[src/logic/ooo_pkg.sv]
`default_nettype none

package ooo_pkg;

    localparam int DATA_W  = 32;
    localparam int REG_NUM = 32;
    localparam int REG_W   = 5;
    localparam int TAG_W   = 4;            // tag 0 means no producer pending.

    typedef enum logic [2:0] {
        op_add,
        op_sub,
        op_and,
        op_or,
        op_xor,
        op_sll,
        op_addi                            // rs1 plus immediate, rs2 unused.
    } op_t;

endpackage

`default_nettype wire

[src/logic/issue_unit.sv]
`default_nettype none

module issue_unit import ooo_pkg::*; #(
    parameter int SLOT_NUM = 4
) (
    input  logic                             clk,
    input  logic                             rst,
    input  logic                             flush,
    input  logic                             in_valid,
    input  logic                             rob_full,
    input  logic [SLOT_NUM-1:0]              slot_busy,
    input  logic [SLOT_NUM-1:0]              slot_ready,
    input  op_t  [SLOT_NUM-1:0]              iss_op,
    input  logic [SLOT_NUM-1:0][DATA_W-1:0]  iss_imm,
    input  logic [SLOT_NUM-1:0][TAG_W-1:0]   iss_tag,
    input  logic [SLOT_NUM-1:0][DATA_W-1:0]  iss_v1,
    input  logic [SLOT_NUM-1:0][DATA_W-1:0]  iss_v2,
    output logic                             in_ready,
    output logic [SLOT_NUM-1:0]              slot_load,
    output logic [SLOT_NUM-1:0]              slot_issue,
    output logic                             cdb_valid,
    output logic [TAG_W-1:0]                 cdb_tag,
    output logic [DATA_W-1:0]                cdb_data
);

    localparam int SEL_W = (SLOT_NUM > 1) ? $clog2(SLOT_NUM) : 1;

    logic                live;
    logic [SLOT_NUM-1:0] free;
    logic [SLOT_NUM-1:0] free_low;
    logic [SEL_W-1:0]    sel;
    logic [DATA_W-1:0]   v1;
    logic [DATA_W-1:0]   v2;
    logic [DATA_W-1:0]   alu;

    assign free     = ~slot_busy;
    assign free_low = free & (~free + SLOT_NUM'(1));  // lowest free slot.

    assign in_ready  = live && !rob_full && (|free);
    assign slot_load = (in_valid && in_ready) ? free_low : '0;

    always_comb begin
        sel = '0;
        for (int i = SLOT_NUM - 1; i >= 0; i--) begin
            if (slot_ready[i]) begin
                sel = SEL_W'(i);
            end
        end
    end

    assign slot_issue = (|slot_ready) ? (SLOT_NUM'(1) << sel) : '0;
    assign v1 = iss_v1[sel];
    assign v2 = iss_v2[sel];

    always_comb begin
        case (iss_op[sel])
            op_add:  alu = v1 + v2;
            op_sub:  alu = v1 - v2;
            op_and:  alu = v1 & v2;
            op_or:   alu = v1 | v2;
            op_xor:  alu = v1 ^ v2;
            op_sll:  alu = v1 << v2[4:0];
            op_addi: alu = v1 + iss_imm[sel];
            default: alu = '0;
        endcase
    end

    always_ff @(posedge clk) begin
        if (rst) begin
            live      <= 1'b0;                 // holds off dispatch one cycle after reset.
            cdb_valid <= 1'b0;
        end else begin
            live      <= 1'b1;
            cdb_valid <= (|slot_ready) && !flush;
        end
    end

    always_ff @(posedge clk) begin
        cdb_tag  <= iss_tag[sel];
        cdb_data <= alu;
    end

endmodule

`default_nettype wire

[src/logic/ooo_core.sv]
`default_nettype none

module ooo_core import ooo_pkg::*; #(
    parameter int ROB_DEPTH = 8,
    parameter int SLOT_NUM  = 4
) (
    input  logic              clk,
    input  logic              rst,
    input  logic              flush,
    input  logic              in_valid,
    input  op_t               in_op,
    input  logic [REG_W-1:0]  in_rd,
    input  logic [REG_W-1:0]  in_rs1,
    input  logic [REG_W-1:0]  in_rs2,
    input  logic [DATA_W-1:0] in_imm,
    output logic              in_ready,
    output logic              commit_valid,
    output logic [REG_W-1:0]  commit_rd,
    output logic [DATA_W-1:0] commit_data
);

    logic [TAG_W-1:0]  alloc_tag;
    logic [TAG_W-1:0]  src1_tag;
    logic [TAG_W-1:0]  src2_tag;
    logic              src1_done;
    logic              src2_done;
    logic [DATA_W-1:0] src1_val;
    logic [DATA_W-1:0] src2_val;
    logic              rob_full;
    logic [TAG_W-1:0]  rob_commit_tag;
    op_t               ld_op;
    logic [DATA_W-1:0] ld_imm;
    logic [TAG_W-1:0]  ld_tag;
    logic [DATA_W-1:0] ld_v1;
    logic [TAG_W-1:0]  ld_q1;
    logic [DATA_W-1:0] ld_v2;
    logic [TAG_W-1:0]  ld_q2;
    logic              cdb_valid;
    logic [TAG_W-1:0]  cdb_tag;
    logic [DATA_W-1:0] cdb_data;

    logic [SLOT_NUM-1:0]             slot_load;
    logic [SLOT_NUM-1:0]             slot_issue;
    logic [SLOT_NUM-1:0]             slot_busy;
    logic [SLOT_NUM-1:0]             slot_ready;
    op_t  [SLOT_NUM-1:0]             iss_op;
    logic [SLOT_NUM-1:0][DATA_W-1:0] iss_imm;
    logic [SLOT_NUM-1:0][TAG_W-1:0]  iss_tag;
    logic [SLOT_NUM-1:0][DATA_W-1:0] iss_v1;
    logic [SLOT_NUM-1:0][DATA_W-1:0] iss_v2;

    rename_regfile i_rename_regfile (
        .clk(clk), .rst(rst), .flush(flush),
        .in_valid(in_valid), .in_ready(in_ready), .in_op(in_op),
        .in_rd(in_rd), .in_rs1(in_rs1), .in_rs2(in_rs2), .in_imm(in_imm),
        .alloc_tag(alloc_tag),
        .src1_done(src1_done), .src1_val(src1_val),
        .src2_done(src2_done), .src2_val(src2_val),
        .cdb_valid(cdb_valid), .cdb_tag(cdb_tag), .cdb_data(cdb_data),
        .commit_valid(commit_valid), .commit_rd(commit_rd),
        .commit_data(commit_data), .rob_commit_tag(rob_commit_tag),
        .src1_tag(src1_tag), .src2_tag(src2_tag),
        .ld_op(ld_op), .ld_imm(ld_imm), .ld_tag(ld_tag),
        .ld_v1(ld_v1), .ld_q1(ld_q1), .ld_v2(ld_v2), .ld_q2(ld_q2)
    );

    reorder_buffer #(.ROB_DEPTH(ROB_DEPTH)) i_reorder_buffer (
        .clk(clk), .rst(rst), .flush(flush),
        .in_valid(in_valid), .in_ready(in_ready), .in_rd(in_rd),
        .cdb_valid(cdb_valid), .cdb_tag(cdb_tag), .cdb_data(cdb_data),
        .src1_tag(src1_tag), .src2_tag(src2_tag),
        .alloc_tag(alloc_tag), .rob_full(rob_full),
        .src1_done(src1_done), .src1_val(src1_val),
        .src2_done(src2_done), .src2_val(src2_val),
        .commit_valid(commit_valid), .commit_rd(commit_rd),
        .commit_data(commit_data), .rob_commit_tag(rob_commit_tag)
    );

    issue_unit #(.SLOT_NUM(SLOT_NUM)) i_issue_unit (
        .clk(clk), .rst(rst), .flush(flush),
        .in_valid(in_valid), .rob_full(rob_full),
        .slot_busy(slot_busy), .slot_ready(slot_ready),
        .iss_op(iss_op), .iss_imm(iss_imm), .iss_tag(iss_tag),
        .iss_v1(iss_v1), .iss_v2(iss_v2),
        .in_ready(in_ready), .slot_load(slot_load), .slot_issue(slot_issue),
        .cdb_valid(cdb_valid), .cdb_tag(cdb_tag), .cdb_data(cdb_data)
    );

    for (genvar i = 0; i < SLOT_NUM; i++) begin : g_slot
        rs_slot i_rs_slot (
            .clk(clk), .rst(rst), .flush(flush),
            .load(slot_load[i]), .issue(slot_issue[i]),
            .ld_op(ld_op), .ld_imm(ld_imm), .ld_tag(ld_tag),
            .ld_v1(ld_v1), .ld_q1(ld_q1), .ld_v2(ld_v2), .ld_q2(ld_q2),
            .cdb_valid(cdb_valid), .cdb_tag(cdb_tag), .cdb_data(cdb_data),
            .busy(slot_busy[i]), .ready(slot_ready[i]),
            .iss_op(iss_op[i]), .iss_imm(iss_imm[i]), .iss_tag(iss_tag[i]),
            .iss_v1(iss_v1[i]), .iss_v2(iss_v2[i])
        );
    end

endmodule

`default_nettype wire

[src/logic/rename_regfile.sv]
`default_nettype none

module rename_regfile import ooo_pkg::*; (
    input  logic              clk,
    input  logic              rst,
    input  logic              flush,
    input  logic              in_valid,
    input  logic              in_ready,
    input  op_t               in_op,
    input  logic [REG_W-1:0]  in_rd,
    input  logic [REG_W-1:0]  in_rs1,
    input  logic [REG_W-1:0]  in_rs2,
    input  logic [DATA_W-1:0] in_imm,
    input  logic [TAG_W-1:0]  alloc_tag,
    input  logic              src1_done,
    input  logic [DATA_W-1:0] src1_val,
    input  logic              src2_done,
    input  logic [DATA_W-1:0] src2_val,
    input  logic              cdb_valid,
    input  logic [TAG_W-1:0]  cdb_tag,
    input  logic [DATA_W-1:0] cdb_data,
    input  logic              commit_valid,
    input  logic [REG_W-1:0]  commit_rd,
    input  logic [DATA_W-1:0] commit_data,
    input  logic [TAG_W-1:0]  rob_commit_tag,
    output logic [TAG_W-1:0]  src1_tag,
    output logic [TAG_W-1:0]  src2_tag,
    output op_t               ld_op,
    output logic [DATA_W-1:0] ld_imm,
    output logic [TAG_W-1:0]  ld_tag,
    output logic [DATA_W-1:0] ld_v1,
    output logic [TAG_W-1:0]  ld_q1,
    output logic [DATA_W-1:0] ld_v2,
    output logic [TAG_W-1:0]  ld_q2
);

    logic [DATA_W-1:0] reg_data [REG_NUM];
    logic [TAG_W-1:0]  reg_tag  [REG_NUM];

    // x0 is never written nor renamed, so its entry stays zero.
    assign src1_tag = reg_tag[in_rs1];
    assign src2_tag = (in_op == op_addi) ? '0 : reg_tag[in_rs2];

    assign ld_op  = in_op;
    assign ld_imm = in_imm;
    assign ld_tag = alloc_tag;

    always_comb begin
        ld_v1 = '0;
        ld_q1 = '0;
        if (src1_tag == '0) begin
            ld_v1 = reg_data[in_rs1];
        end else if (cdb_valid && cdb_tag == src1_tag) begin
            ld_v1 = cdb_data;                  // result on the bus this cycle.
        end else if (src1_done) begin
            ld_v1 = src1_val;                  // done but not yet retired.
        end else begin
            ld_q1 = src1_tag;
        end
    end

    always_comb begin
        ld_v2 = '0;
        ld_q2 = '0;
        if (src2_tag == '0) begin
            ld_v2 = reg_data[in_rs2];
        end else if (cdb_valid && cdb_tag == src2_tag) begin
            ld_v2 = cdb_data;
        end else if (src2_done) begin
            ld_v2 = src2_val;
        end else begin
            ld_q2 = src2_tag;
        end
    end

    always_ff @(posedge clk) begin
        if (rst) begin
            for (int i = 0; i < REG_NUM; i++) begin
                reg_data[i] <= '0;
                reg_tag[i]  <= '0;
            end
        end else if (flush) begin
            for (int i = 0; i < REG_NUM; i++) begin
                reg_tag[i] <= '0;
            end
        end else begin
            if (commit_valid && commit_rd != '0) begin
                reg_data[commit_rd] <= commit_data;
                if (reg_tag[commit_rd] == rob_commit_tag) begin
                    reg_tag[commit_rd] <= '0;  // only the youngest producer clears it.
                end
            end
            // a rename in the same cycle overrides the clear above.
            if (in_valid && in_ready && in_rd != '0) begin
                reg_tag[in_rd] <= alloc_tag;
            end
        end
    end

endmodule

`default_nettype wire

[src/logic/reorder_buffer.sv]
`default_nettype none

module reorder_buffer import ooo_pkg::*; #(
    parameter int ROB_DEPTH = 8
) (
    input  logic              clk,
    input  logic              rst,
    input  logic              flush,
    input  logic              in_valid,
    input  logic              in_ready,
    input  logic [REG_W-1:0]  in_rd,
    input  logic              cdb_valid,
    input  logic [TAG_W-1:0]  cdb_tag,
    input  logic [DATA_W-1:0] cdb_data,
    input  logic [TAG_W-1:0]  src1_tag,
    input  logic [TAG_W-1:0]  src2_tag,
    output logic [TAG_W-1:0]  alloc_tag,
    output logic              rob_full,
    output logic              src1_done,
    output logic [DATA_W-1:0] src1_val,
    output logic              src2_done,
    output logic [DATA_W-1:0] src2_val,
    output logic              commit_valid,
    output logic [REG_W-1:0]  commit_rd,
    output logic [DATA_W-1:0] commit_data,
    output logic [TAG_W-1:0]  rob_commit_tag
);

    localparam int PTR_W = (ROB_DEPTH > 1) ? $clog2(ROB_DEPTH) : 1;
    localparam int CNT_W = $clog2(ROB_DEPTH + 1);

    logic [REG_W-1:0]     rob_rd  [ROB_DEPTH];
    logic [DATA_W-1:0]    rob_val [ROB_DEPTH];
    logic [ROB_DEPTH-1:0] rob_done;
    logic [PTR_W-1:0]     head;
    logic [PTR_W-1:0]     tail;
    logic [CNT_W-1:0]     count;
    logic [PTR_W-1:0]     src1_idx;
    logic [PTR_W-1:0]     src2_idx;
    logic [PTR_W-1:0]     cdb_idx;
    logic                 accept;

    function automatic logic [PTR_W-1:0] ptr_inc(input logic [PTR_W-1:0] p);
        ptr_inc = (p == PTR_W'(ROB_DEPTH - 1)) ? '0 : p + 1'b1;
    endfunction

    // tag is entry index plus one.
    assign src1_idx = PTR_W'(src1_tag - 1'b1);
    assign src2_idx = PTR_W'(src2_tag - 1'b1);
    assign cdb_idx  = PTR_W'(cdb_tag - 1'b1);

    assign accept    = in_valid && in_ready;
    assign alloc_tag = TAG_W'(tail) + 1'b1;
    assign rob_full  = (count == CNT_W'(ROB_DEPTH));

    assign src1_done = (src1_tag != '0) && rob_done[src1_idx];
    assign src1_val  = rob_val[src1_idx];
    assign src2_done = (src2_tag != '0) && rob_done[src2_idx];
    assign src2_val  = rob_val[src2_idx];

    assign commit_valid   = !flush && (count != '0) && rob_done[head];
    assign commit_rd      = rob_rd[head];
    assign commit_data    = rob_val[head];
    assign rob_commit_tag = TAG_W'(head) + 1'b1;

    always_ff @(posedge clk) begin
        if (rst || flush) begin
            head     <= '0;
            tail     <= '0;
            count    <= '0;
            rob_done <= '0;
        end else begin
            if (accept) begin
                tail           <= ptr_inc(tail);
                rob_done[tail] <= 1'b0;
            end
            if (cdb_valid) begin
                rob_done[cdb_idx] <= 1'b1;
            end
            if (commit_valid) begin
                head <= ptr_inc(head);
            end
            count <= count + CNT_W'(accept) - CNT_W'(commit_valid);
        end
    end

    always_ff @(posedge clk) begin
        if (accept) begin
            rob_rd[tail] <= in_rd;
        end
        if (cdb_valid) begin
            rob_val[cdb_idx] <= cdb_data;
        end
    end

endmodule

`default_nettype wire

[src/logic/rs_slot.sv]
`default_nettype none

module rs_slot import ooo_pkg::*; (
    input  logic              clk,
    input  logic              rst,
    input  logic              flush,
    input  logic              load,
    input  logic              issue,
    input  op_t               ld_op,
    input  logic [DATA_W-1:0] ld_imm,
    input  logic [TAG_W-1:0]  ld_tag,
    input  logic [DATA_W-1:0] ld_v1,
    input  logic [TAG_W-1:0]  ld_q1,
    input  logic [DATA_W-1:0] ld_v2,
    input  logic [TAG_W-1:0]  ld_q2,
    input  logic              cdb_valid,
    input  logic [TAG_W-1:0]  cdb_tag,
    input  logic [DATA_W-1:0] cdb_data,
    output logic              busy,
    output logic              ready,
    output op_t               iss_op,
    output logic [DATA_W-1:0] iss_imm,
    output logic [TAG_W-1:0]  iss_tag,
    output logic [DATA_W-1:0] iss_v1,
    output logic [DATA_W-1:0] iss_v2
);

    logic [TAG_W-1:0]  q1;
    logic [TAG_W-1:0]  q2;
    logic [TAG_W-1:0]  cur_q1;
    logic [TAG_W-1:0]  cur_q2;
    logic [DATA_W-1:0] cur_v1;
    logic [DATA_W-1:0] cur_v2;
    logic              hit1;
    logic              hit2;

    // operands seen this cycle, fresh from the load bus or held.
    assign cur_q1 = load ? ld_q1 : q1;
    assign cur_v1 = load ? ld_v1 : iss_v1;
    assign cur_q2 = load ? ld_q2 : q2;
    assign cur_v2 = load ? ld_v2 : iss_v2;

    assign hit1 = cdb_valid && (cur_q1 != '0) && (cdb_tag == cur_q1);
    assign hit2 = cdb_valid && (cur_q2 != '0) && (cdb_tag == cur_q2);

    assign ready = busy && (q1 == '0) && (q2 == '0);

    always_ff @(posedge clk) begin
        if (rst || flush) begin
            busy <= 1'b0;
        end else if (load) begin
            busy <= 1'b1;
        end else if (issue) begin
            busy <= 1'b0;
        end
    end

    always_ff @(posedge clk) begin
        if (load) begin
            iss_op  <= ld_op;
            iss_imm <= ld_imm;
            iss_tag <= ld_tag;
        end
        q1     <= hit1 ? '0 : cur_q1;
        iss_v1 <= hit1 ? cdb_data : cur_v1;
        q2     <= hit2 ? '0 : cur_q2;
        iss_v2 <= hit2 ? cdb_data : cur_v2;
    end

endmodule

`default_nettype wire

[config.mk]
export PLATFORM = sky130hd
export DESIGN_NAME = ooo_core
export DESIGN_NICKNAME = d
export VERILOG_FILES = /design/src/logic/ooo_pkg.sv /design/src/logic/issue_unit.sv /design/src/logic/ooo_core.sv /design/src/logic/rename_regfile.sv /design/src/logic/reorder_buffer.sv /design/src/logic/rs_slot.sv
export SDC_FILE = /design/constraint.sdc
export NUM_CORES = 2
export LEC_CHECK = 0
export BUFFER_PORTS_ARGS = -buffer_cell sky130_fd_sc_hd__buf_2
export CAP_MARGIN = 10
export CORE_MARGIN = 2
export CORE_UTILIZATION = 35
export CTS_BUF_LIST = sky130_fd_sc_hd__clkbuf_16
export CTS_CLUSTER_SIZE = 8
export DETAILED_ROUTE_END_ITERATION = 8
export PLACE_DENSITY = 0.56
export SLEW_MARGIN = 20
export SYNTH_ARGS = -nofsm -noshare
export SYNTH_HDL_FRONTEND = slang
export SYNTH_SLANG_ARGS = --single-unit
[constraint.sdc]
create_clock -name clk -period 8.1 [get_ports clk]
set_input_delay 1.62 -clock clk [delete_from_list [all_inputs] [get_ports clk]]
set_output_delay 1.62 -clock clk [all_outputs]
set_load 0.01 [all_outputs]
==> PnR_summary.wiki <==
{| class="wikitable"
! Metric !! Value
|-
| TritonCTS clock tree || done
|-
| Share of flip-flops with an asynchronous set or reset after synthesis || 0%
|-
| Post-layout instance count excluding filler cells || 11300
|-
| Sw Pwr || 6.64 mW
|-
| Post-layout min period || 7230 ps
|-
| Register clock-pin slew on the reported worst setup and hold paths || 60 ps
|-
| Setup TNS || 0 ps
|-
| DIE WIDTH || 549 µm
|-
| Iter 0 DRT Violations || 9564
|-
| Highest Clock Rate || 138 MHz
|-
| RSZ-0062 raised after global routing || false
|-
| Setup Fix Bufs, Post-CTS || 0
|-
| Worst hold path class || register to register
|-
| # fillers || 27200
|-
| Number of DRC violations after detailed routing || 0
|-
| Library cell occupying the most area in the post-synthesis netlist || sky130_fd_sc_hd__edfxtp_1
|-
| Total standard cell area after synthesis || 104000 µm²
|-
| Relative contribution of combinational cells to total power || 13.0%
|-
| Nature of the critical path endpoint || register
|-
| Count of mapped cells out of synthesis || 7311
|-
| First-pass GRT wire length || 509 mm
|-
| Worst-skew pair later-pin latency || 890 ps
|-
| Number of warnings printed during yosys synthesis || 0
|-
| Routed vias || 69400
|-
| Cell Count Post-Placement || 11000
|-
| Portion of total power attributed to sequential cells || 45.3%
|-
| Share of Yosys cell area claimed by the top area cell type || 53.7%
|-
| TritonRoute pass-1 iters || 8
|-
| Max Cap Violations || 0
|-
| Sequential-to-total area share from yosys stat || 55.6%
|-
| Average instance area after synthesis || 14.2 µm²
|-
| TritonCTS Buffers || 288
|-
| Vias in the first global route || 69500
|-
| CP required || 8850 ps
|-
| Critical path launch point type || register
|-
| Clock tree skew after final layout || 91.4 ps
|-
| Die ar. || 301000 µm²
|-
| Measured slew at the worst slew-check pin || 1210 ps
|-
| Flop and latch count out of synthesis || 1955
|-
| Number of enable-type register cells in the synthesized netlist || 1860
|-
| Final Routed Wirelength || 356 mm
|-
| Port buffer count || 92
|-
| Overall global routing resource usage || 23.3%
|-
| Starting density of the core || 35.1%
|-
| Nets || 7474
|-
| Internal Dissipation || 19.3 mW
|-
| CTS Hold Bufs || 0
|-
| Gpl congestion || 0.925
|-
| Detail-routed net length per standard cell || 31.5 µm
|-
| CTS Buffer Depth || 4
|-
| Critical Setup Path Class || register to register
|-
| Final Hold Slack || 445 ps
|-
| Clock net sink count || 1955
|-
| Drt via density || 6.13
|-
| Initial antenna violation count || 11
|-
| Largest driver fanout on the critical path || 13
|-
| Prevailing post-synth register cell || sky130_fd_sc_hd__edfxtp_1
|-
| Largest net degree at the start of global routing || 123
|-
| Number of placement rows || 200
|-
| Die Ht || 549 µm
|-
| Unique cell type count in the Yosys netlist || 94
|-
| Worst vdd ir || 148 µV
|-
| Count of pins over their slew limit || 0
|-
| Normalized max-slew margin || 18.8%
|-
| Result of the run || finished clean
|-
| Pwr dens || 221 nW/µm²
|-
| Ranking of synthesized cells by area || sky130_fd_sc_hd__edfxtp_1 54%, sky130_fd_sc_hd__mux4_2 20%, sky130_fd_sc_hd__nor2_1 4.3%
|-
| Endpoints failing hold || 0
|-
| Global route overflow || 0
|-
| Clk pwr share || 41.7%
|-
| Post-synthesis to final-layout area growth || 13.2%
|-
| Detail Route Antenna Nets || 0
|-
| Sw Share || 25.6%
|-
| Clk Tree Root Cell || sky130_fd_sc_hd__clkbuf_16
|-
| Number of gates resized after CTS || 0
|-
| Share of final-layout standard cells stronger than drive strength 1 || 27.4%
|-
| I/O Pins || 93
|-
| Post-route fraction of the period consumed by the critical path || 89.2%
|-
| DPL Wire Length || 219 mm
|-
| CTS H-tree lvls || 5
|-
| Final Setup Violations || 0
|-
| Core Box Area || 296000 µm²
|-
| Worst endpoint data arrival time || 7970 ps
|-
| Static leakage power || 42.0 nW
|}
## sequential cells by signal (all words and copies together) (netlist names), 3 cells and up, named ones only
| signal | cells |
|---|---|
| i_rename_regfile.reg_data | 1024 |
| i_reorder_buffer.rob_val | 256 |
| g_slot.i_rs_slot.iss_imm | 128 |
| g_slot.i_rs_slot.iss_v1 | 128 |
| g_slot.i_rs_slot.iss_v2 | 128 |
| i_rename_regfile.reg_tag | 128 |
| i_reorder_buffer.rob_rd | 40 |
| i_issue_unit.cdb_data | 32 |
| g_slot.i_rs_slot.iss_tag | 16 |
| g_slot.i_rs_slot.q1 | 16 |
| g_slot.i_rs_slot.q2 | 16 |
| g_slot.i_rs_slot.iss_op | 12 |
| i_reorder_buffer.rob_done | 8 |
| g_slot.i_rs_slot.busy | 4 |
| i_issue_unit.cdb_tag | 4 |
| i_reorder_buffer.count | 4 |
| i_reorder_buffer.head | 3 |
| i_reorder_buffer.tail | 3 |
## synth_stat cells, types with 7 or more instances
cell type	number
sky130_fd_sc_hd__a211o_1	7
sky130_fd_sc_hd__a211oi_1	13
sky130_fd_sc_hd__a21boi_0	10
sky130_fd_sc_hd__a21o_1	19
sky130_fd_sc_hd__a21oi_1	194
sky130_fd_sc_hd__a221o_1	40
sky130_fd_sc_hd__a221oi_1	37
sky130_fd_sc_hd__a222oi_1	93
sky130_fd_sc_hd__a22oi_1	76
sky130_fd_sc_hd__a31oi_1	15
sky130_fd_sc_hd__and2_1	23
sky130_fd_sc_hd__and3_1	77
sky130_fd_sc_hd__and4_1	10
sky130_fd_sc_hd__buf_1	133
sky130_fd_sc_hd__buf_2	35
sky130_fd_sc_hd__buf_4	9
sky130_fd_sc_hd__buf_6	11
sky130_fd_sc_hd__clkbuf_1	508
sky130_fd_sc_hd__dfxtp_1	95
sky130_fd_sc_hd__edfxtp_1	1860
sky130_fd_sc_hd__ha_1	110
sky130_fd_sc_hd__inv_1	142
sky130_fd_sc_hd__mux2_1	66
sky130_fd_sc_hd__mux2_2	229
sky130_fd_sc_hd__mux2_4	20
sky130_fd_sc_hd__mux2i_1	236
sky130_fd_sc_hd__mux4_2	905
sky130_fd_sc_hd__nand2_1	498
sky130_fd_sc_hd__nand2b_1	24
sky130_fd_sc_hd__nand3_1	84
sky130_fd_sc_hd__nand4_1	17
sky130_fd_sc_hd__nor2_1	1196
sky130_fd_sc_hd__nor2b_1	20
sky130_fd_sc_hd__nor3_1	51
sky130_fd_sc_hd__nor3b_1	10
sky130_fd_sc_hd__nor4_1	15
sky130_fd_sc_hd__o211ai_1	10
sky130_fd_sc_hd__o21ai_0	124
sky130_fd_sc_hd__o221ai_1	45
sky130_fd_sc_hd__o22ai_1	40
sky130_fd_sc_hd__or2_2	11
sky130_fd_sc_hd__or3_1	12
sky130_fd_sc_hd__xnor2_1	72
sky130_fd_sc_hd__xor2_1	10
## cell families (layout without fill, tap and decap cells)
family                     count (synthesis)  after routing  share of synthesized area, %
xor gates and xnor gates                  82             82                         0.691
DFF                                     1955           1955                          55.6
buffers and inverters                    843            878                          3.20
muxes                                   1457           1457                          25.4
AOI/OAI and AO/OA                        784            784                          5.37
other                                      1             38                       0.00361
and+or+nand+nor                         2077           2077                          8.41
adders and majority gates                112            112                          1.36
## metrics by stage
stage | utilization [%] | cell area, µm² | total power, mW | setup slack (ps)
detailed placement | 37.1 | 110000 | 15.3 | 779
floorplan | - | 104000 | 14.0 | 299
finish | 39.7 | 118000 | 26.0 | 873
global route | 39.7 | 118000 | 26.7 | 404
global placement | 37.1 | 110000 | 15.2 | 756
CTS | 39.7 | 118000 | 26.1 | 881
## power by group through the flow
stage | sequential (mW) | clock (mW) | combinational, mW
2_1_floorplan | 11.8 | 0 | 2.24
3_3_place_gp | 11.9 | 0 | 3.30
3_5_place_dp | 11.9 | 0 | 3.33
4_1_cts | 11.8 | 11.0 | 3.34
5_1_grt | 11.8 | 11.3 | 3.55
6_report | 11.8 | 10.8 | 3.38
## path summary, 6_finish.rpt
kind                            cells after the start                         to                            from  slack (ps)
worst min-delay path                                2    i_issue_unit.cdb_tag[1]  g_slot[0].i_rs_slot.iss_tag[1]         440
worst min register to register                      2    i_issue_unit.cdb_tag[1]  g_slot[0].i_rs_slot.iss_tag[1]         440
worst max-delay path                               23  i_issue_unit.cdb_data[30]        g_slot[0].i_rs_slot.busy         870
worst max register to register                     23  i_issue_unit.cdb_data[30]        g_slot[0].i_rs_slot.busy         870
## final cells by class
cell class | instances | area, µm² | share of cell area [%]
Antenna cell | 2 | 5.00 | 0.00425
Clock buffer | 294 | 7360 | 6.25
Clock inverter | 69 | 458 | 0.389
Inverter | 147 | 552 | 0.469
Multi-Input combinational cell | 4548 | 43800 | 37.3
Sequential cell | 1955 | 57800 | 49.1
Tap cell | 3939 | 4930 | 4.19
Timing Repair Buffer | 368 | 2770 | 2.35
## critical path: stages, from the launching register on
cell and delay (ps):
sky130_fd_sc_hd__dfxtp_1 410, sky130_fd_sc_hd__nor4b_1 320, sky130_fd_sc_hd__nand3_1 390, sky130_fd_sc_hd__nand2_1 410, sky130_fd_sc_hd__nor2_1 110, sky130_fd_sc_hd__or4_1 850
sky130_fd_sc_hd__nor3_1 610, sky130_fd_sc_hd__nor2_1 110, sky130_fd_sc_hd__a31oi_1 370, sky130_fd_sc_hd__ha_1 270, sky130_fd_sc_hd__inv_1 70, sky130_fd_sc_hd__fa_1 450
sky130_fd_sc_hd__nor2b_1 130, sky130_fd_sc_hd__o21a_1 130, sky130_fd_sc_hd__o21ai_0 100, sky130_fd_sc_hd__a21oi_1 160, sky130_fd_sc_hd__o21ai_0 100, sky130_fd_sc_hd__nand2b_1 170
sky130_fd_sc_hd__a31oi_1 270, sky130_fd_sc_hd__o311a_1 460, sky130_fd_sc_hd__or4_1 580, sky130_fd_sc_hd__and2_1 190, sky130_fd_sc_hd__a2111o_1 370, sky130_fd_sc_hd__o211ai_1 90
## routing by layer
metal | vias up | GRT usage, % | routed length [µm]
met5 | - | 0 | 59
met4 | 8 | 8.71 | 14100
met3 | 797 | 5.18 | 36700
met2 | 4022 | 37.5 | 168000
met1 | 36100 | 30.8 | 137000
li1 | 28500 | - | -
## cells in the final DEF (no fill, tap or decap), types with 20 or more instances in the layout
| cell type | synthesis | final |
|---|---|---|
| sky130_fd_sc_hd__a21oi_1 | 194 | 194 |
| sky130_fd_sc_hd__a221o_1 | 40 | 40 |
| sky130_fd_sc_hd__a221oi_1 | 37 | 37 |
| sky130_fd_sc_hd__a222oi_1 | 93 | 93 |
| sky130_fd_sc_hd__a22oi_1 | 76 | 76 |
| sky130_fd_sc_hd__and2_1 | 23 | 22 |
| sky130_fd_sc_hd__and3_1 | 77 | 76 |
| sky130_fd_sc_hd__buf_2 | 35 | 82 |
| sky130_fd_sc_hd__buf_4 | 9 | 265 |
| sky130_fd_sc_hd__clkbuf_16 | 0 | 294 |
| sky130_fd_sc_hd__conb_1 | 1 | 36 |
| sky130_fd_sc_hd__dfxtp_1 | 95 | 92 |
| sky130_fd_sc_hd__edfxtp_1 | 1860 | 1860 |
| sky130_fd_sc_hd__ha_1 | 110 | 108 |
| sky130_fd_sc_hd__inv_1 | 142 | 184 |
| sky130_fd_sc_hd__mux2_1 | 66 | 66 |
| sky130_fd_sc_hd__mux2_2 | 229 | 229 |
| sky130_fd_sc_hd__mux2_4 | 20 | 20 |
| sky130_fd_sc_hd__mux2i_1 | 236 | 202 |
| sky130_fd_sc_hd__mux2i_4 | 0 | 34 |
| sky130_fd_sc_hd__mux4_2 | 905 | 905 |
| sky130_fd_sc_hd__nand2_1 | 498 | 434 |
| sky130_fd_sc_hd__nand2_2 | 0 | 63 |
| sky130_fd_sc_hd__nand2b_1 | 24 | 24 |
| sky130_fd_sc_hd__nand3_1 | 84 | 83 |
| sky130_fd_sc_hd__nor2_1 | 1196 | 1184 |
| sky130_fd_sc_hd__nor2b_1 | 20 | 20 |
| sky130_fd_sc_hd__nor3_1 | 51 | 45 |
| sky130_fd_sc_hd__o21ai_0 | 124 | 123 |
| sky130_fd_sc_hd__o221ai_1 | 45 | 45 |
| sky130_fd_sc_hd__o22ai_1 | 40 | 40 |
| sky130_fd_sc_hd__xnor2_1 | 72 | 70 |
Power figures use the tool's default switching activity.
